### src/hdl/roce_tx_pkg.sv
package roce_tx_pkg;

  // **************************************************
  // beat and field widths
  // **************************************************
  localparam int unsigned DATA_W = 256;
  localparam int unsigned KEEP_W = DATA_W / 8;

  typedef logic [DATA_W-1:0] data_t;
  typedef logic [KEEP_W-1:0] keep_t;
  typedef logic [47:0]       mac_t;
  typedef logic [31:0]       ip_t;
  typedef logic [15:0]       len_t;
  typedef logic [15:0]       csum_t;

  // byte 0 of the wire sits in bits 7:0
  typedef logic [42*8-1:0]   header_t;

  // **************************************************
  // frame layout
  // **************************************************
  localparam int unsigned HDR_BYTES       = 42;
  localparam int unsigned HDR_CARRY_BYTES = HDR_BYTES - KEEP_W;
  localparam int unsigned FRESH_BYTES     = KEEP_W - HDR_CARRY_BYTES;

  // protocol fields
  localparam len_t          IP_UDP_OVERHEAD = 16'd28;
  localparam len_t          UDP_HDR_BYTES   = 16'd8;
  localparam logic [15:0]   ROCE_UDP_PORT   = 16'd4791;
  localparam logic [7:0]    IP_VER_IHL      = 8'h45;
  localparam logic [7:0]    IP_TTL          = 8'd64;
  localparam logic [7:0]    IP_PROTO_UDP    = 8'd17;
  localparam logic [15:0]   ETHERTYPE_IPV4  = 16'h0800;

  // **************************************************
  // frame FIFO
  // **************************************************
  localparam int unsigned FIFO_DEPTH = 64;
  localparam int unsigned FIFO_SLACK = 2;
  localparam int unsigned FIFO_AW    = $clog2(FIFO_DEPTH);

  typedef logic [FIFO_AW-1:0] fifo_ptr_t;
  typedef logic [FIFO_AW:0]   fifo_cnt_t;

  typedef enum logic [1:0] {
    ASM_IDLE,
    ASM_HEADER,
    ASM_PAYLOAD,
    ASM_TAIL
  } asm_state_e;

endpackage
### src/hdl/frame_beat_if.sv
`timescale 1ns/1ns

// beats from the assembler into the frame FIFO
interface frame_beat_if;

  logic                wr;
  roce_tx_pkg::data_t  data;
  roce_tx_pkg::keep_t  keep;
  logic                last;
  // fewer than the slack entries free
  logic                almost_full;

  modport assembler (
    output wr,
    output data,
    output keep,
    output last,
    input  almost_full
  );

  modport fifo (
    input  wr,
    input  data,
    input  keep,
    input  last,
    output almost_full
  );

endinterface

### src/hdl/frame_assembler.sv
`timescale 1ns/1ns

module frame_assembler (
  input  logic                  clk,
  input  logic                  rst_n,
  input  logic                  desc_valid,
  output logic                  desc_ready,
  input  roce_tx_pkg::len_t     desc_len,
  input  roce_tx_pkg::mac_t     desc_smac,
  input  roce_tx_pkg::mac_t     desc_dmac,
  input  roce_tx_pkg::ip_t      desc_sip,
  input  roce_tx_pkg::ip_t      desc_dip,
  input  logic                  payload_empty,
  input  roce_tx_pkg::data_t    payload_data,
  output logic                  payload_rd,
  output roce_tx_pkg::len_t     hdr_len,
  output roce_tx_pkg::mac_t     hdr_smac,
  output roce_tx_pkg::mac_t     hdr_dmac,
  output roce_tx_pkg::ip_t      hdr_sip,
  output roce_tx_pkg::ip_t      hdr_dip,
  output logic                  header_taken,
  input  roce_tx_pkg::header_t  header,
  frame_beat_if.assembler       beat
);

  localparam int unsigned CARRY_W = 8 * roce_tx_pkg::HDR_CARRY_BYTES;
  localparam int unsigned FRESH_W = 8 * roce_tx_pkg::FRESH_BYTES;

  roce_tx_pkg::asm_state_e state_q;
  roce_tx_pkg::asm_state_e state_d;
  roce_tx_pkg::len_t       rem_q;
  roce_tx_pkg::len_t       rem_d;
  logic [CARRY_W-1:0]      carry_q;
  roce_tx_pkg::data_t      beat_raw;
  roce_tx_pkg::keep_t      beat_keep;

  // low n bytes valid, n of 32 gives all ones
  function automatic roce_tx_pkg::keep_t keep_mask(input logic [5:0] n);
    keep_mask = ~(roce_tx_pkg::keep_t'('1) << n);
  endfunction

  // zero every byte outside keep
  function automatic roce_tx_pkg::data_t data_mask(input roce_tx_pkg::data_t d,
                                                   input roce_tx_pkg::keep_t k);
    for (int i = 0; i < roce_tx_pkg::KEEP_W; i++) begin
      data_mask[8*i +: 8] = d[8*i +: 8] & {8{k[i]}};
    end
  endfunction

  assign desc_ready = (state_q == roce_tx_pkg::ASM_IDLE);

  // **************************************************
  // beat sequencing
  // **************************************************
  always_comb begin
    state_d      = state_q;
    rem_d        = rem_q;
    beat.wr      = 1'b0;
    beat.last    = 1'b0;
    payload_rd   = 1'b0;
    header_taken = 1'b0;
    beat_keep    = '1;
    // carried header or payload bytes first, then fresh payload
    beat_raw     = {payload_data[FRESH_W-1:0], carry_q};
    case (state_q)
      roce_tx_pkg::ASM_IDLE: begin
        if (desc_valid) begin
          state_d = roce_tx_pkg::ASM_HEADER;
        end
      end
      roce_tx_pkg::ASM_HEADER: begin
        if (!beat.almost_full) begin
          beat.wr      = 1'b1;
          header_taken = 1'b1;
          beat_raw     = header[roce_tx_pkg::DATA_W-1:0];
          rem_d        = hdr_len;
          state_d      = roce_tx_pkg::ASM_PAYLOAD;
        end
      end
      roce_tx_pkg::ASM_PAYLOAD: begin
        if (!payload_empty && !beat.almost_full) begin
          beat.wr    = 1'b1;
          payload_rd = 1'b1;
          if (rem_q <= roce_tx_pkg::len_t'(roce_tx_pkg::FRESH_BYTES)) begin
            // everything left fits behind the carry
            beat_keep = keep_mask(6'(rem_q) + 6'(roce_tx_pkg::HDR_CARRY_BYTES));
            beat.last = 1'b1;
            state_d   = roce_tx_pkg::ASM_IDLE;
          end else if (rem_q <= roce_tx_pkg::len_t'(roce_tx_pkg::KEEP_W)) begin
            rem_d   = rem_q - roce_tx_pkg::len_t'(roce_tx_pkg::FRESH_BYTES);
            state_d = roce_tx_pkg::ASM_TAIL;
          end else begin
            rem_d = rem_q - roce_tx_pkg::len_t'(roce_tx_pkg::KEEP_W);
          end
        end
      end
      roce_tx_pkg::ASM_TAIL: begin
        // only the carried bytes remain, rem holds their count
        if (!beat.almost_full) begin
          beat.wr   = 1'b1;
          beat.last = 1'b1;
          beat_raw  = {{FRESH_W{1'b0}}, carry_q};
          beat_keep = keep_mask(6'(rem_q));
          state_d   = roce_tx_pkg::ASM_IDLE;
        end
      end
      default: begin
        state_d = roce_tx_pkg::ASM_IDLE;
      end
    endcase
  end

  assign beat.keep = beat_keep;
  assign beat.data = data_mask(beat_raw, beat_keep);

  always_ff @(posedge clk or negedge rst_n) begin
    if (!rst_n) begin
      state_q <= roce_tx_pkg::ASM_IDLE;
      rem_q   <= '0;
    end else begin
      state_q <= state_d;
      rem_q   <= rem_d;
    end
  end

  // descriptor fields held for the header generator
  always_ff @(posedge clk) begin
    if (desc_valid && desc_ready) begin
      hdr_len  <= desc_len;
      hdr_smac <= desc_smac;
      hdr_dmac <= desc_dmac;
      hdr_sip  <= desc_sip;
      hdr_dip  <= desc_dip;
    end
  end

  // upper bytes held back for the next beat
  always_ff @(posedge clk) begin
    if (header_taken) begin
      carry_q <= header[roce_tx_pkg::HDR_BYTES*8-1 -: CARRY_W];
    end else if (payload_rd) begin
      carry_q <= payload_data[roce_tx_pkg::DATA_W-1 -: CARRY_W];
    end
  end

endmodule

### src/flat_wrapper.sv
// flat-port wrapper written by rule: the top's interface ports become plain ports
module frame_assembler_flat 
  (clk, rst_n, desc_valid, desc_ready, desc_len, desc_smac, desc_dmac, desc_sip, desc_dip, payload_empty, payload_data, payload_rd, hdr_len, hdr_smac, hdr_dmac, hdr_sip, hdr_dip, header_taken, header, beat_wr, beat_data, beat_keep, beat_last, beat_almost_full);
  frame_beat_if beat_i ();
  input  logic clk;
  input  logic rst_n;
  input  logic desc_valid;
  output logic desc_ready;
  input  roce_tx_pkg::len_t desc_len;
  input  roce_tx_pkg::mac_t desc_smac;
  input  roce_tx_pkg::mac_t desc_dmac;
  input  roce_tx_pkg::ip_t desc_sip;
  input  roce_tx_pkg::ip_t desc_dip;
  input  logic payload_empty;
  input  roce_tx_pkg::data_t payload_data;
  output logic payload_rd;
  output roce_tx_pkg::len_t hdr_len;
  output roce_tx_pkg::mac_t hdr_smac;
  output roce_tx_pkg::mac_t hdr_dmac;
  output roce_tx_pkg::ip_t hdr_sip;
  output roce_tx_pkg::ip_t hdr_dip;
  output logic header_taken;
  input  roce_tx_pkg::header_t header;
  output wire logic [$bits(beat_i.wr)-1:0] beat_wr;
  output wire logic [$bits(beat_i.data)-1:0] beat_data;
  output wire logic [$bits(beat_i.keep)-1:0] beat_keep;
  output wire logic [$bits(beat_i.last)-1:0] beat_last;
  input wire logic [$bits(beat_i.almost_full)-1:0] beat_almost_full;
  assign beat_wr = beat_i.wr;
  assign beat_data = beat_i.data;
  assign beat_keep = beat_i.keep;
  assign beat_last = beat_i.last;
  assign beat_i.almost_full = beat_almost_full;
  frame_assembler u_core (.clk(clk), .rst_n(rst_n), .desc_valid(desc_valid), .desc_ready(desc_ready), .desc_len(desc_len), .desc_smac(desc_smac), .desc_dmac(desc_dmac), .desc_sip(desc_sip), .desc_dip(desc_dip), .payload_empty(payload_empty), .payload_data(payload_data), .payload_rd(payload_rd), .hdr_len(hdr_len), .hdr_smac(hdr_smac), .hdr_dmac(hdr_dmac), .hdr_sip(hdr_sip), .hdr_dip(hdr_dip), .header_taken(header_taken), .header(header), .beat(beat_i));
endmodule
### config.mk
export PLATFORM = sky130hd
export DESIGN_NAME = frame_assembler_flat
export DESIGN_NICKNAME = d
export VERILOG_FILES = /design/src/hdl/roce_tx_pkg.sv /design/src/hdl/frame_beat_if.sv /design/src/hdl/frame_assembler.sv /design/src/flat_wrapper.sv
export SDC_FILE = /design/constraint.sdc
export NUM_CORES = 1
export LEC_CHECK = 0
export ABC_AREA = 0
export BUFFER_PORTS_ARGS = -buffer_cell sky130_fd_sc_hd__buf_2
export CORE_AREA = 2 2 482 484
export CTS_BUF_LIST = sky130_fd_sc_hd__clkbuf_8
export DETAILED_ROUTE_END_ITERATION = 16
export DIE_AREA = 0 0 484 486
export PLACE_DENSITY = 0.3
export SLEW_MARGIN = 20
export SYNTH_ARGS = -nofsm -noshare
export SYNTH_HDL_FRONTEND = slang
export SYNTH_SLANG_ARGS = --single-unit
### constraint.sdc
create_clock -name clk -period 7.2 [get_ports clk]
set_input_delay 0.72 -clock clk [delete_from_list [all_inputs] [get_ports clk]]
set_output_delay 0.72 -clock clk [all_outputs]
set_load 0.02 [all_outputs]
==> impl_metrics.tcl <==
set metrics [dict create \
    status "completed" \
    dp_hpwl_mm 141 \
    tightest_slew_ns 1.18 \
    critical-path-slowest-cell "mux2i_1" \
    worst-setup-path-type "reg2out" \
    yosysTopAreaCell "edfxtp_1" \
    die_y_um 486 \
    setup_ws_ns 2.21 \
    cp.arrival_ns 4.27 \
    dpl_cell_area_sq_um 24700 \
    clockBufferDepth 3 \
    grt_pass1_wl_mm 202 \
    clock_sinks 274 \
    vias 18200 \
    cts_root_buffer "clkbuf_8" \
    dp_slack_ns 2.30 \
    post-route-period-util_pct 69.4 \
    netlist_area_sq_um 14700 \
    routabilityCongestion 0.932 \
    rows 176 \
    async_flop_share_pct 6.57 \
    gr-total-overflow 0 \
    maxSlewViolCount 0 \
    vias_per_cell 3.12 \
    min-delay-path-class "in2reg" \
    detail_route.iter0.violations 1019 \
    cp-start-kind "flop" \
    netlist_instances 1462 \
    hold_depth 1 \
    synth-edff-count 256 \
    critPathMaxStageDelay_ns 0.79 \
    final_cell_mix "buf_2, nand2_1, edfxtp_1" \
    grt_util_met1_pct 13.6 \
    seq_area_frac_synth_pct 55.5 \
    grt_usage_pct 13.2 \
    grt_max_degree 129 \
    grt_pass1_vias 18400 \
    p_leak_uw 0.0110 \
    cts_tree "yes" \
    skew_ns 0.0363 \
    grt_use_met2_pct 23.5 \
    antenna_found_initial 228 \
    hp-start "desc_dmac[25]" \
    met3_usage_pct 5.85 \
    die_x_um 484 \
    crit_top_cell "nand2b_4" \
    final_util_pct 11.3 \
    power-per-cell-area_nw_per_um2 362 \
    slew_headroom_pct 21.6 \
    area_growth_pct 76.1 \
    yosysTopAreaCellShare_pct 52.4 \
    numCtsBuffers 57 \
    maxCapViolations 0 \
    wl_mm 162 \
    required_ns 6.48 \
    peakVddDrop_v 0.000152 \
    dr.pass1.iters 5 \
    reg2reg_slack_ns 3.55 \
    clk_latency_ns 0.76 \
    finalNetCount 3484 \
    wl_per_cell_um 27.9 \
    ff2ff_path_depth 6 \
    die_area_sq_um 235000 \
    yosys_warnings 0 \
    post-route-min-period_ns 4.99 \
    ys_ff_latch 274 \
    final_common_cell "buf_2" \
    clk_pin_slew_ns 0.07 \
    yosys-top-cells-area "edfxtp_1, a22oi_1, nand2_1, nor2_1, mux2i_1" \
    syn-num-nets 2244 \
    fin_area_sq_um 25800 \
    drive_gt1_share_pct 51.8 \
    hold_slack_ns 0.131 \
    initial_utilization_pct 6.39 \
    core_area_sq_um 229000 \
    worstPathCellList "nand2b_4 -> nand2b_4 -> inv_8 -> buf_4 -> mux2i_1 -> nor3_1 -> buf_2" \
    postCtsSetupBuffers 0 \
    r2r-end "u_core.carry_q[29]" \
    io_pins 1242 \
    postRouteAntennaNets 0 \
    crit_path_end_kind "primary output" \
    io_buffers 1241 \
    hold_viol_final 0 \
    fmax_ghz 0.200 \
    fill_cells 26800 \
    r2r-start "u_core.state_q[0]" \
    finalSetupViolCount 0 \
    h-tree-depth 2 \
    syn_area_per_cell_sq_um 10.0 \
    ys.flop_type "edfxtp_1" \
    min_to "u_core.hdr_dmac[25]" \
    drc_errors 0 \
    rsz0062_at_grt "no" \
    finalSetupTns_ns 0 \
    synth_cell_types 80 \
    crit_fanout 60 \
    gr-max-usage-layer "met2" \
]
-- state kept, by name, indices dropped and copies added, names as in the netlist --
register and count:
u_core.hdr_smac 48, u_core.rem_q 16, u_core.hdr_dip 32, u_core.carry_q 80, u_core.hdr_len 16, u_core.hdr_sip 32
u_core.hdr_dmac 48, u_core.state_q 2
-- how the worst max path moves through the flow --
stage / startpoint / depth (start not counted) / end / slack, ns
floorplan: u_core.state_q[0] / 3 / u_core.hdr_dip[0] / 1.68
global placement: beat_almost_full / 9 / beat_data[47] / 2.31
detailed placement: beat_almost_full / 8 / beat_data[65] / 2.30
CTS: u_core.state_q[0] / 7 / beat_data[65] / 1.75
global route: u_core.state_q[0] / 7 / beat_data[65] / 1.73
finish: u_core.state_q[0] / 7 / beat_data[66] / 2.21
-- report_power, final --
| group | switching [uW] | total [uW] | leakage (uW) | internal, uW |
|---|---|---|---|---|
| clock network | 878 | 1660 | 0.000575 | 781 |
| logic | 3760 | 5200 | 0.00783 | 1440 |
| registers | 270 | 2500 | 0.00259 | 2230 |
| total | 4910 | 9350 | 0.0110 | 4440 |
-- kinds of logic (layout without fill, tap and decap cells) --
| family | Yosys count | after routing | synth area share (%) |
|---|---|---|---|
| simple gates | 670 | 670 | 19.7 |
| mux | 53 | 53 | 3.63 |
| compound gates | 315 | 315 | 16.6 |
| other cells | 0 | 55 | 0 |
| flops | 274 | 274 | 55.5 |
| buf+inv | 139 | 1419 | 3.75 |
| fa+ha+maj | 9 | 9 | 0.768 |
| xor+xnor | 2 | 2 | 0.119 |
-- critical path, delay by kind of cell, from the launching register on --
kind | cells | cell delay [ns]
flip-flops | 1 | 0.64
buffers and inverters | 3 | 1.41
AND/OR/NAND/NOR | 3 | 0.57
multiplexers | 1 | 0.79
-- synth_stat cells, drive strengths merged (10+ instances only) --
library cell  number
nand3             11
dfrtp             18
clkbuf            83
o211ai            10
edfxtp           256
inv               39
a21oi             56
o21ai             20
nor2             246
mux2i             51
nand2            303
nor3              68
buf               16
a22oi            182
-- final cells by class --
cell class | count | area, sq um | share of cell area, %
timing repair buffer | 1280 | 6550 | 25.3
inverter | 40 | 160 | 0.620
clock buffer | 57 | 785 | 3.04
tap | 3026 | 3790 | 14.7
sequential | 274 | 8140 | 31.5
multi-input combinational | 1049 | 6040 | 23.4
clock inverter | 42 | 244 | 0.944
antenna | 55 | 138 | 0.533
-- stage by stage --
step | power (uW) | std cells
2_1_floorplan | 5340 | 1462
3_3_place_gp | 7880 | 5666
3_5_place_dp | 7870 | 5668
4_1_cts | 9630 | 5768
5_1_grt | 9950 | 5801
6_report | 9350 | 5823
-- per-layer routing --
metal  wire, um  part of all wire (%)  up-vias
met2      80300                    49     1217
met1      56700                    35     8446
met5       1010                  0.62        -
li1           -                     -     7889
met3      17400                    11      471
met4       7100                   4.4      150
-- timing repair --
action	in CTS	in global routing
endpoints found under the setup margin	0	0
resized for setup	0	0
hold buffers	1	0
hold endpoints to repair	18	0
Note: power is estimated with default switching activity, not from simulation.
