File: config.mk
export PLATFORM = sky130hd
export DESIGN_NAME = ipv4_header_gen
export DESIGN_NICKNAME = d
export VERILOG_FILES = /design/src/hdl/roce_tx_pkg.sv /design/src/hdl/ipv4_header_gen.sv
export SDC_FILE = /design/constraint.sdc
export NUM_CORES = 1
export LEC_CHECK = 0
export BUFFER_PORTS_ARGS = -buffer_cell sky130_fd_sc_hd__buf_2
export CAP_MARGIN = 20
export CORE_AREA = 4 4 201 203
export CTS_CLUSTER_SIZE = 30
export DETAILED_ROUTE_END_ITERATION = 16
export DIE_AREA = 0 0 205 207
export GPL_TIMING_DRIVEN = 0
export PLACE_DENSITY = 0.41
export RECOVER_POWER = 50
export SKIP_CTS_REPAIR_TIMING = 1
export SLEW_MARGIN = 20
export SYNTH_ARGS = -nofsm -noshare
export SYNTH_HDL_FRONTEND = slang
export SYNTH_SLANG_ARGS = --single-unit
File: constraint.sdc
create_clock -name clk -period 15.29 [get_ports clk]
set_input_delay 2.2935 -clock clk [delete_from_list [all_inputs] [get_ports clk]]
set_output_delay 2.2935 -clock clk [all_outputs]
set_load 0.05 [all_outputs]
File: src/hdl/roce_tx_pkg.sv
package roce_tx_pkg;

  // **************************************************
  // beat and field widths
  // **************************************************
  localparam int unsigned DATA_W = 256;
  localparam int unsigned KEEP_W = DATA_W / 8;

  typedef logic [DATA_W-1:0] data_t;
  typedef logic [KEEP_W-1:0] keep_t;
  typedef logic [47:0]       mac_t;
  typedef logic [31:0]       ip_t;
  typedef logic [15:0]       len_t;
  typedef logic [15:0]       csum_t;

  // byte 0 of the wire sits in bits 7:0
  typedef logic [42*8-1:0]   header_t;

  // **************************************************
  // frame layout
  // **************************************************
  localparam int unsigned HDR_BYTES       = 42;
  localparam int unsigned HDR_CARRY_BYTES = HDR_BYTES - KEEP_W;
  localparam int unsigned FRESH_BYTES     = KEEP_W - HDR_CARRY_BYTES;

  // protocol fields
  localparam len_t          IP_UDP_OVERHEAD = 16'd28;
  localparam len_t          UDP_HDR_BYTES   = 16'd8;
  localparam logic [15:0]   ROCE_UDP_PORT   = 16'd4791;
  localparam logic [7:0]    IP_VER_IHL      = 8'h45;
  localparam logic [7:0]    IP_TTL          = 8'd64;
  localparam logic [7:0]    IP_PROTO_UDP    = 8'd17;
  localparam logic [15:0]   ETHERTYPE_IPV4  = 16'h0800;

  // **************************************************
  // frame FIFO
  // **************************************************
  localparam int unsigned FIFO_DEPTH = 64;
  localparam int unsigned FIFO_SLACK = 2;
  localparam int unsigned FIFO_AW    = $clog2(FIFO_DEPTH);

  typedef logic [FIFO_AW-1:0] fifo_ptr_t;
  typedef logic [FIFO_AW:0]   fifo_cnt_t;

  typedef enum logic [1:0] {
    ASM_IDLE,
    ASM_HEADER,
    ASM_PAYLOAD,
    ASM_TAIL
  } asm_state_e;

endpackage
File: src/hdl/ipv4_header_gen.sv
`timescale 1ns/1ns

module ipv4_header_gen (
  input  logic                  clk,
  input  logic                  rst_n,
  input  roce_tx_pkg::len_t     hdr_len,
  input  roce_tx_pkg::mac_t     hdr_smac,
  input  roce_tx_pkg::mac_t     hdr_dmac,
  input  roce_tx_pkg::ip_t      hdr_sip,
  input  roce_tx_pkg::ip_t      hdr_dip,
  input  logic                  header_taken,
  output roce_tx_pkg::header_t  header
);

  logic [15:0]          ident_q;
  roce_tx_pkg::len_t    ip_total_len;
  roce_tx_pkg::len_t    udp_len;
  logic [19:0]          csum_sum;
  logic [16:0]          csum_fold;
  roce_tx_pkg::csum_t   csum_wrap;
  roce_tx_pkg::csum_t   ip_csum;
  roce_tx_pkg::header_t hdr_msb_first;

  // identification counts frames, one step per header beat
  always_ff @(posedge clk or negedge rst_n) begin
    if (!rst_n) begin
      ident_q <= '0;
    end else if (header_taken) begin
      ident_q <= ident_q + 16'd1;
    end
  end

  assign ip_total_len = hdr_len + roce_tx_pkg::IP_UDP_OVERHEAD;
  assign udp_len      = hdr_len + roce_tx_pkg::UDP_HDR_BYTES;

  // **************************************************
  // IPv4 header checksum
  // **************************************************
  // ten header words, checksum word counted as zero
  assign csum_sum = 20'({roce_tx_pkg::IP_VER_IHL, 8'h00})
                  + 20'(ip_total_len)
                  + 20'(ident_q)
                  + 20'({roce_tx_pkg::IP_TTL, roce_tx_pkg::IP_PROTO_UDP})
                  + 20'(hdr_sip[31:16]) + 20'(hdr_sip[15:0])
                  + 20'(hdr_dip[31:16]) + 20'(hdr_dip[15:0]);

  // end-around carry, twice covers any overflow of the first fold
  assign csum_fold = 17'(csum_sum[15:0]) + 17'(csum_sum[19:16]);
  assign csum_wrap = csum_fold[15:0] + 16'(csum_fold[16]);
  assign ip_csum   = ~csum_wrap;

  // fields in wire order, first byte in the top bits
  assign hdr_msb_first = {
    hdr_dmac, hdr_smac, roce_tx_pkg::ETHERTYPE_IPV4,
    roce_tx_pkg::IP_VER_IHL, 8'h00, ip_total_len,
    ident_q, 16'h0000,
    roce_tx_pkg::IP_TTL, roce_tx_pkg::IP_PROTO_UDP, ip_csum,
    hdr_sip, hdr_dip,
    roce_tx_pkg::ROCE_UDP_PORT, roce_tx_pkg::ROCE_UDP_PORT,
    udp_len, 16'h0000
  };

  // byte swap so that byte 0 lands in bits 7:0
  always_comb begin
    for (int i = 0; i < roce_tx_pkg::HDR_BYTES; i++) begin
      header[8*i +: 8] = hdr_msb_first[8*(roce_tx_pkg::HDR_BYTES-1-i) +: 8];
    end
  end

endmodule

==> results.md, run 1 <==
* Post-Synth XOR/XNOR Area at between 10% and 20%
* Routed wire length at approximately 22000 µm
* Post-placement worst setup slack at 0.608 ns
* Via density at ~3.3
* Post-synthesis adder-cell area fraction at 28.4%
* Largest family of logic cells by synthesized area: buffers and inverters
* First-pass GRT wire length at 32700 µm
* Clock-pin transition on the worst setup and hold timing paths at 0.05 ns
* RSZ-0062 raised after global routing: false
* Max Cap Viol at 0
* Syn Inst Count at around 760
* Initial drt markers at 140
* CP dominant cell by count: ha_1
* Pin count of the biggest net entering global routing at 17
* Worst skew pair latency at roughly 0.25 ns
* Clock sinks at 16
* Critical path class: input port to output pin
* Commonest cells post-synth: buf_4, inv_1, fa_1
* Reg with most FFs: ident_q
* Ys flop type: dfrtp_1
* Total gr overflow at 0
* Crit Path Max Fanout at 4
* Total number of vias at 5516
* EDFF count, synth at 0
* Setup Skew at 0.00204 ns
* Worst Setup Start Kind: input port
* Ys async rst share at 100%
* Tcrit/Tclk final at 94.0%
* Top cell family by delay on the critical path: simple AND/OR/NAND/NOR gates
* Max stage delay on crit path at 0.57 ns
* Endpoint class of the critical path: output pin
* Routed len/inst at approximately 13 µm
* CTS HTree Levels at 1
* CTS tree: done
* Worst Path Buf+Inv at 6
* Layout cells sized above 1 at 43.0%
* Metal3 WL at 1640 µm
* Hold path startpoint: ident_q[9]
* Slowest stage cell, crit path: or4_1
* Die area at 0.0424 mm²
* Reg2reg start: ident_q[0]
* Top-area cell type share of the netlist area at 32.3%
* FP Rows at 72
* Largest registers: ident_q: 16 flops
* Total CTS buffers at 3
* Non-Filler Instances at 1697
* Status: completed
* Synth Area in Simple Gates at 9.42%
* Chip height at slightly above 200 µm
* Hold Path Class: flip-flop to flip-flop
* Count of different cell masters after synthesis at 52
* Post-DRT Antenna Nets at 0
* Post-synthesis compound-gate area fraction at ~5.6%
* Area Overhead vs Synth at 39.8%
* Top cells by area, synth: buf_4, fa_1, ha_1
* Final hold violation count at 0
* Max clock buf depth at 2
* Final-report max-slew violation count at 0
* 1st-pass router iterations at 4
* Final nets at between 1000 and 1500
* Count leader, synth: buf_4
* Highest Clock Rate at just under 70 MHz
* TNS Setup at 0 ns
* Synthesized area at 0.00643 mm²
* Setup slack after layout at 0.914 ns
* Yosys top cell by area: buf_4
* Core area at 0.0385 mm²
* Mux cell area share after synthesis at 0%
* Syn Area/Cell at about 8.4 µm²
* Die width at 205 µm
* Diodes inserted at 0
* Initial Util at 16.7%
* Max FFs per register at 16
* Highest routed layer: met4
* GR Util All Layers at 9.88%
* Port bufs at ~300
* Post-synthesis register bit count at 16
* Vias in the first global route at ~5600
* Sequential area share after synthesis at 6.23%
* Warnings from Yosys at 0
* WHS at about 0.54 ns
* Root Buffer: clkbuf_16
* Final HPWL DP at 21200 µm
* Endpoints failing setup at 0
* Post-Place Cells at 1693
* GP Congestion at between 0.7 and 0.8
* Crit path DAT at 12.08 ns
* Sum of routed wire segments on met1 at between 8000 and 9000 µm
* Slew HR at between 30% and 40%
* I/O pin total at 515
* Beginning of the critical path: hdr_len[3]
* Initial antenna violation count at 0
* Critical Path RT at about 13 ns
* DRC viols at 0
* Worst-Margin Slew at a little over 1 ns
* Met2 WL at 11800 µm
* Minimum clock period at between 10 and 15 ns
## layer usage
| metal | up-vias | track usage, % |
|---|---|---|
| li1 | 2779 | - |
| met1 | 2469 | 12.1 |
| met2 | 260 | 18.7 |
| met3 | 8 | 1.53 |
| met4 | 0 | 1.06 |
| met5 | - | 0 |
## logic make-up after synthesis
kind of cell	after synthesis
buffers and inverters	410
and+or+nand+nor	110
adders and majority gates	108
xor gates and xnor gates	73
AOI/OAI and AO/OA	42
DFF	16
other	2
## per-stage QoR
step | area [µm²] | util [%]
after floorplan | 6840 | -
after global placement | 9010 | 23.4
after detailed placement | 9010 | 23.4
after CTS | 9100 | 23.7
after global routing | 8990 | 23.4
final | 8990 | 23.4
## cell usage in the layout (no fill, tap or decap), types with 3 or more instances in the layout
cell type	synthesis	layout
nand4_1	11	11
and2_1	5	4
clkbuf_16	0	3
a31oi_1	3	3
fa_1	63	63
inv_1	129	129
a21o_1	9	9
and3_1	6	6
clkbuf_1	3	100
nor2b_1	5	5
buf_2	1	208
xnor2_1	43	43
xor2_1	28	28
a21oi_1	6	6
ha_1	45	45
o21ai_0	7	7
nand2_1	25	25
nor2_1	22	22
conb_1	2	112
nand3_1	16	16
buf_4	277	277
dfrtp_1	16	16
nand2b_1	3	3
## final cells by class
class	instances	area (µm²)
fillers	4331	29500
multi-input cells	445	3870
plain buffers	281	2100
repair buffers	304	1400
well taps	518	648
inverters	129	484
flip-flops and latches	16	400
clock buffers	4	88.8
## worst paths after layout
check / to / slack [ns] / cells after the start
max: header[199] / 0.91 / 41
min: ident_q[9] / 0.54 / 1
max reg2reg: ident_q[12] / 13.38 / 6
min reg2reg: ident_q[9] / 0.54 / 1
max in group asynchronous: ident_q[10] / 12.47 / 1
min in group asynchronous: ident_q[2] / 2.20 / 1
Power of run 1 is not shown: default switching activity piles up to over one toggle a cycle in this logic, so the estimate is an artifact.
==> inputs of run 2 (changes only) <==
--- a/config.mk
+++ b/config.mk
@@ -5,14 +5,15 @@
 export SDC_FILE = /design/constraint.sdc
 export NUM_CORES = 1
 export LEC_CHECK = 0
+export ABC_AREA = 1
 export BUFFER_PORTS_ARGS = -buffer_cell sky130_fd_sc_hd__buf_2
 export CAP_MARGIN = 20
-export CORE_AREA = 4 4 201 203
+export CORE_AREA = 4 4 198 200
 export CTS_CLUSTER_SIZE = 30
 export DETAILED_ROUTE_END_ITERATION = 16
-export DIE_AREA = 0 0 205 207
+export DIE_AREA = 0 0 202 204
 export GPL_TIMING_DRIVEN = 0
-export PLACE_DENSITY = 0.41
+export PLACE_DENSITY = 0.43
 export RECOVER_POWER = 50
 export SKIP_CTS_REPAIR_TIMING = 1
 export SLEW_MARGIN = 20
==> run 2 against run 1 <==
  * Critical path depth grew 9
  * Synthesized area grew 8.7%
  * Register-to-register slack lost 0.27 ns
  * Sequential share of layout area shrank 0.26 points
  * Wire length grew 2.9%
  * Design area grew 6.2%
  * Non-clock buffer count shrank 1
  * Critical endpoint unchanged
  * Largest cell class unchanged
==> results.md, run 2 <==
* Top cell family by delay on the critical path: simple AND/OR/NAND/NOR gates
* Worst Setup Start Kind: input port
* Yosys top cell by area: buf_4
* Port bufs at 306 (+0.66%)
* CTS HTree Levels at 1 (unchanged)
* Initial antenna violation count at 1 (+1)
* GP Congestion at 0.790 (+5.8%)
* Routed wire length at 22900 µm (+2.9%)
* Hold path startpoint: ident_q[8]
* Worst skew pair latency at 0.25 ns (about the same)
* Commonest cells post-synth: buf_4, inv_1, nand2_1
* Top-area cell type share of the netlist area at 29.8% (-2.5 points)
* Endpoint class of the critical path: output pin
* Status: completed
* Total CTS buffers at 3 (unchanged)
* DRC viols at 0 (unchanged)
* Beginning of the critical path: hdr_len[2]
* Ys async rst share at 100% (unchanged)
* Largest registers: ident_q: 16 flops
* Final hold violation count at 0 (unchanged)
* Root Buffer: clkbuf_16
* Warnings from Yosys at 0 (unchanged)
* Slowest stage cell, crit path: fa_1
* Commonest non-fill, non-tap cell in the layout: buf_4
* Crit path DAT at 10.82 ns (-1.26 ns)
* Slew HR at 34.0% (+2.6 points)
* Most frequent cells in the layout: buf_4, buf_2, inv_1, nand2_1, conb_1
* Chip height at 204 µm (-1.4%)
* Diodes inserted at 0 (unchanged)
* Pin count of the biggest net entering global routing at 17 (unchanged)
* Count of different cell masters after synthesis at 29 (-44%)
* Final nets at 1682 (+15%)
* Total number of vias at 6396 (+16%)
* Max Cap Viol at 0 (unchanged)
* Core area at 0.0374 mm² (-2.8%)
* Clock-pin transition on the worst setup and hold timing paths at 0.05 ns (about the same)
* Routed len/inst at 12.0 µm (-8.3%)
* Highest Clock Rate at 76.2 MHz (+9.6%)
* Via density at 3.36 (+3.3%)
* Layout cells sized above 1 at 37.5% (-5.5 points)
* Final HPWL DP at 21800 µm (+2.6%)
* Post-synthesis register bit count at 16 (unchanged)
* Hold Path Class: flip-flop to flip-flop
* Die width at 202 µm (-1.5%)
* First-pass GRT wire length at 33900 µm (+3.5%)
* Clock sinks at 16 (unchanged)
* Critical path class: input port to output pin
* CTS tree: done
* Reg with most FFs: ident_q
* Max clock buf depth at 2 (unchanged)
* CP dominant cell by count: inv_1
* # fillers at 4269 (-1.4%)
* Max FFs per register at 16 (unchanged)
* Top cells by area, synth: buf_4, fa_1, inv_1
* GR Util All Layers at 10.3% (+0.41 points)
* Worst Path Buf+Inv at 10 (+4)
* Critical Path RT at 13.00 ns (about the same)
* Setup Skew at 0.00189 ns (-0.000152 ns)
* RSZ-0062 raised after global routing: false
* Die area at 0.0412 mm² (-2.9%)
* 1st-pass router iterations at 4 (unchanged)
* Endpoints failing setup at 0 (unchanged)
* I/O pin total at 515 (unchanged)
* Sequential area share after synthesis at 5.73% (-0.50 points)
* EDFF count, synth at 0 (unchanged)
* Reg2reg start: ident_q[0]
* Ys flop type: dfrtp_1
* Worst-Margin Slew at 0.990 ns (-0.0388 ns)
* Total gr overflow at 0 (unchanged)
* Initial Util at 18.7% (+2.0 points)
* Post-DRT Antenna Nets at 0 (unchanged)
* Minimum clock period at 13.12 ns (-1.26 ns)
* Synthesized area at 0.00699 mm² (+8.7%)
* Area Overhead vs Synth at 36.5%
* TNS Setup at 0 ns (unchanged)
* Initial drt markers at 222 (+59%)
* Final-report max-slew violation count at 0 (unchanged)
* Crit Path Max Fanout at 5 (+1)
* Max stage delay on crit path at 0.49 ns (-0.08 ns)
* FP Rows at 71 (-1.4%)
* Tcrit/Tclk final at 85.8% (-8.2 points)
* Syn Area/Cell at 7.18 µm² (-15%)
* Syn Inst Count at 974 (+28%)
* Vias in the first global route at 6314 (+14%)
* Count leader, synth: buf_4
[run 2: worst reg2reg max path, cell delays in order, from the launching register on]
cell	delay [ns]
dfrtp_1	0.49
ha_1	0.20
nand2_1	0.06
nor2_1	0.13
inv_1	0.07
nor2_1	0.19
nand3_1	0.23
nor3_1	0.37
nand4_1	0.16
xor2_1	0.17
[run 2: through the flow]
| stage | cell area, µm² | hold WS [ns] | utilization [%] | setup WS [ns] | std cells |
|---|---|---|---|---|---|
| floorplan | 7400 | 0.816 | - | 2.26 | 1084 |
| global placement | 9580 | 0.538 | 25.6 | 2.03 | 1901 |
| detailed placement | 9580 | 0.541 | 25.6 | 2.01 | 1901 |
| CTS | 9660 | 0.559 | 25.8 | 1.95 | 1905 |
| global route | 9540 | 0.606 | 25.5 | 1.24 | 1905 |
| finish | 9540 | 0.571 | 25.5 | 2.17 | 1905 |
[run 2: area by class of cell]
type                    instances  area [µm²]  area share (%)
plain buffers                 278        2090            21.9
clock buffers                   4        88.8           0.931
inverters                     197         739            7.75
multi-input cells             593        4180            43.8
flip-flops and latches         16         400            4.20
well taps                     511         639            6.70
repair buffers                306        1410            14.8
[run 2: path summary, 6_finish.rpt]
check | endpoint | slack, ns | depth (start not counted)
min in group asynchronous | ident_q[11] | 2.18 | 1
worst max register to register | ident_q[14] | 13.11 | 9
max in group asynchronous | ident_q[1] | 12.51 | 1
worst min register to register | ident_q[8] | 0.57 | 2
worst max-delay path | header[199] | 2.17 | 50
worst min-delay path | ident_q[8] | 0.57 | 2
[run 2: cell families after synthesis]
family / after synthesis / share of synthesized area, %
buffers and inverters: 475 / 40.4
DFF: 16 / 5.73
and+or+nand+nor: 297 / 19.2
other: 2 / 0.107
AOI/OAI and AO/OA: 27 / 2.22
adders and majority gates: 108 / 26.1
xor gates and xnor gates: 49 / 6.25
[run 2: layer usage]
metal  vias to the layer above  routed length [µm]  global-route usage, %
met3                         4                1380                   1.62
met2                       261               12100                   19.9
met5                         -                   0                      0
li1                       3340                   -                      -
met1                      2791                9300                   12.6
met4                         0                  55                  0.537
Power of run 2 is left out for the same reason.
==> inputs of run 3 (changes only) <==
--- a/config.mk
+++ b/config.mk
@@ -13,6 +13,7 @@
 export DETAILED_ROUTE_END_ITERATION = 16
 export DIE_AREA = 0 0 202 204
 export GPL_TIMING_DRIVEN = 0
+export MAX_ROUTING_LAYER = met4
 export PLACE_DENSITY = 0.43
 export RECOVER_POWER = 50
 export SKIP_CTS_REPAIR_TIMING = 1
==> run 3 against run 2 <==
  * Final cell count is the same
  * Count of clock-buffer cells in the layout is the same
  * First-iteration DRC count shrank 1.4%
  * Hold slack is the same
  * Wire length grew 0.17%
  * Critical path type unchanged
  * Largest cell class unchanged
  * Highest routed layer unchanged
==> results.md, run 3 (synthesis gave the netlist of run 2 again) <==
* DRC viols at 0 (unchanged)
* Diodes inserted at 0 (unchanged)
* Routed len/inst at 12.0 µm (+0.17%)
* RSZ-0062 raised after global routing: false
* Crit path DAT at 10.83 ns (about the same)
* Final-report max-slew violation count at 0 (unchanged)
* WP depth at 50 (unchanged)
* Max Cap Viol at 0 (unchanged)
* First-pass GRT wire length at 33900 µm (about the same)
* Setup Skew at 0.00189 ns (unchanged)
* Core area at 0.0374 mm² (unchanged)
* Worst-Margin Slew at 0.988 ns (-0.00255 ns)
* Die width at 202 µm (unchanged)
* Tcrit/Tclk final at 85.8% (about the same)
* I/O pin total at 515 (unchanged)
* Reg2reg start: ident_q[0]
* Chip height at 204 µm (unchanged)
* Initial antenna violation count at 1 (unchanged)
* Total number of vias at 6379 (-0.27%)
* Beginning of the critical path: hdr_len[2]
* Highest Clock Rate at 76.2 MHz (about the same)
* Max FFs per register at 16 (unchanged)
* Worst Path Buf+Inv at 10 (unchanged)
* Area Overhead vs Synth at 36.5% (unchanged)
* Endpoint class of the critical path: output pin
* CTS tree: done
* Crit Path Max Fanout at 5 (unchanged)
* Critical path class: input port to output pin
* Commonest non-fill, non-tap cell in the layout: buf_4
* Hold Path Sink: ident_q[8]
* TNS Setup at 0 ns (unchanged)
* Largest registers: ident_q: 16 flops
* Worst Setup Start Kind: input port
* Final nets at 1682 (unchanged)
* CP dominant cell by count: inv_1
* Final hold violation count at 0 (unchanged)
* Vias in the first global route at 6312 (-0.032%)
* Flop-to-flop setup slack at 13.11 ns (about the same)
* Worst Hold Depth at 2 (unchanged)
* Top cell family by delay on the critical path: simple AND/OR/NAND/NOR gates
* Hold Path Class: flip-flop to flip-flop
* Initial Util at 18.7% (unchanged)
* Final HPWL DP at 21800 µm (unchanged)
* Critical Path RT at 13.00 ns (about the same)
* Pin count of the biggest net entering global routing at 17 (unchanged)
* Reg with most FFs: ident_q
* FP Rows at 71 (unchanged)
* Hold path startpoint: ident_q[8]
* Port bufs at 306 (unchanged)
* Worst R2R End: ident_q[14]
* Slowest stage cell, crit path: fa_1
* Status: completed
* R2R cell count at 9 (unchanged)
* Post-DRT Antenna Nets at 0 (unchanged)
* Slew HR at 34.1% (+0.17 points)
* Total CTS buffers at 3 (unchanged)
* Root Buffer: clkbuf_16
* Max stage delay on crit path at 0.49 ns (about the same)
* GP Congestion at 0.801 (+1.4%)
* Clock-pin transition on the worst setup and hold timing paths at 0.05 ns (about the same)
* GR Util All Layers at 10.6% (+0.30 points)
* Minimum clock period at 13.12 ns (+0.00752 ns)
* 1st-pass router iterations at 4 (unchanged)
* Die area at 0.0412 mm² (unchanged)
* Clock sinks at 16 (unchanged)
* Endpoints failing setup at 0 (unchanged)
* Layout cells sized above 1 at 37.5% (unchanged)
* Most frequent cells in the layout: buf_4, buf_2, inv_1, nand2_1, conb_1
* Max clock buf depth at 2 (unchanged)
* Routed wire length at 22900 µm (+0.17%)
* Initial drt markers at 219 (-1.4%)
* Via density at 3.35 (-0.27%)
* Worst skew pair latency at 0.25 ns (about the same)
* Total gr overflow at 0 (unchanged)
* CTS HTree Levels at 1 (unchanged)
* # fillers at 4269 (unchanged)
## run 3: cell counts in the layout (fill, tap and decap cells not counted)
No cell type changed its count.
## run 3: area by class of cell
| class | count | area (µm²) | area share [%] |
|---|---|---|---|
| Buffer | 278 | 2090 | 21.9 |
| Clock buffer | 4 | 88.8 | 0.931 |
| Tap cell | 511 | 639 | 6.70 |
| Inverter | 197 | 739 | 7.75 |
| Timing Repair Buffer | 306 | 1410 | 14.8 |
| Sequential cell | 16 | 400 | 4.20 |
| Multi-Input combinational cell | 593 | 4180 | 43.8 |
## run 3: metrics by stage
step	cell area [µm²]	setup WS [ns]	std cells	hold slack (ns)	util (%)
5_1_grt	9540	1.24	1905	0.606	25.5
3_3_place_gp	9580	2.03	1901	0.538	25.6
2_1_floorplan	7400	2.26	1084	0.816	-
4_1_cts	9660	1.95	1905	0.559	25.8
6_report	9540	2.17	1905	0.571	25.5
3_5_place_dp	9580	2.01	1901	0.541	25.6
## run 3: worst min-delay path, stage by stage (launching register included)
cell     delay, ns
dfrtp_1       0.41
xor2_1        0.09
inv_1         0.04
## run 3: worst max path at each step
stage / to / slack (ns)
5_1_grt: header[199] / 1.24
2_1_floorplan: header[195] / 2.26
4_1_cts: header[199] / 1.95
3_3_place_gp: header[199] / 2.03
3_5_place_dp: header[199] / 2.01
6_report: header[199] / 2.17
## run 3: metal layers
layer | up-vias | routed length (µm) | global-route usage (%)
li1 | 3338 | - | -
met4 | 0 | 55 | 0.537
met3 | 4 | 1350 | 1.32
met2 | 256 | 12100 | 19.9
met1 | 2781 | 9350 | 12.8
met5 | - | 0 | -
Power of run 3 is left out for the same reason.
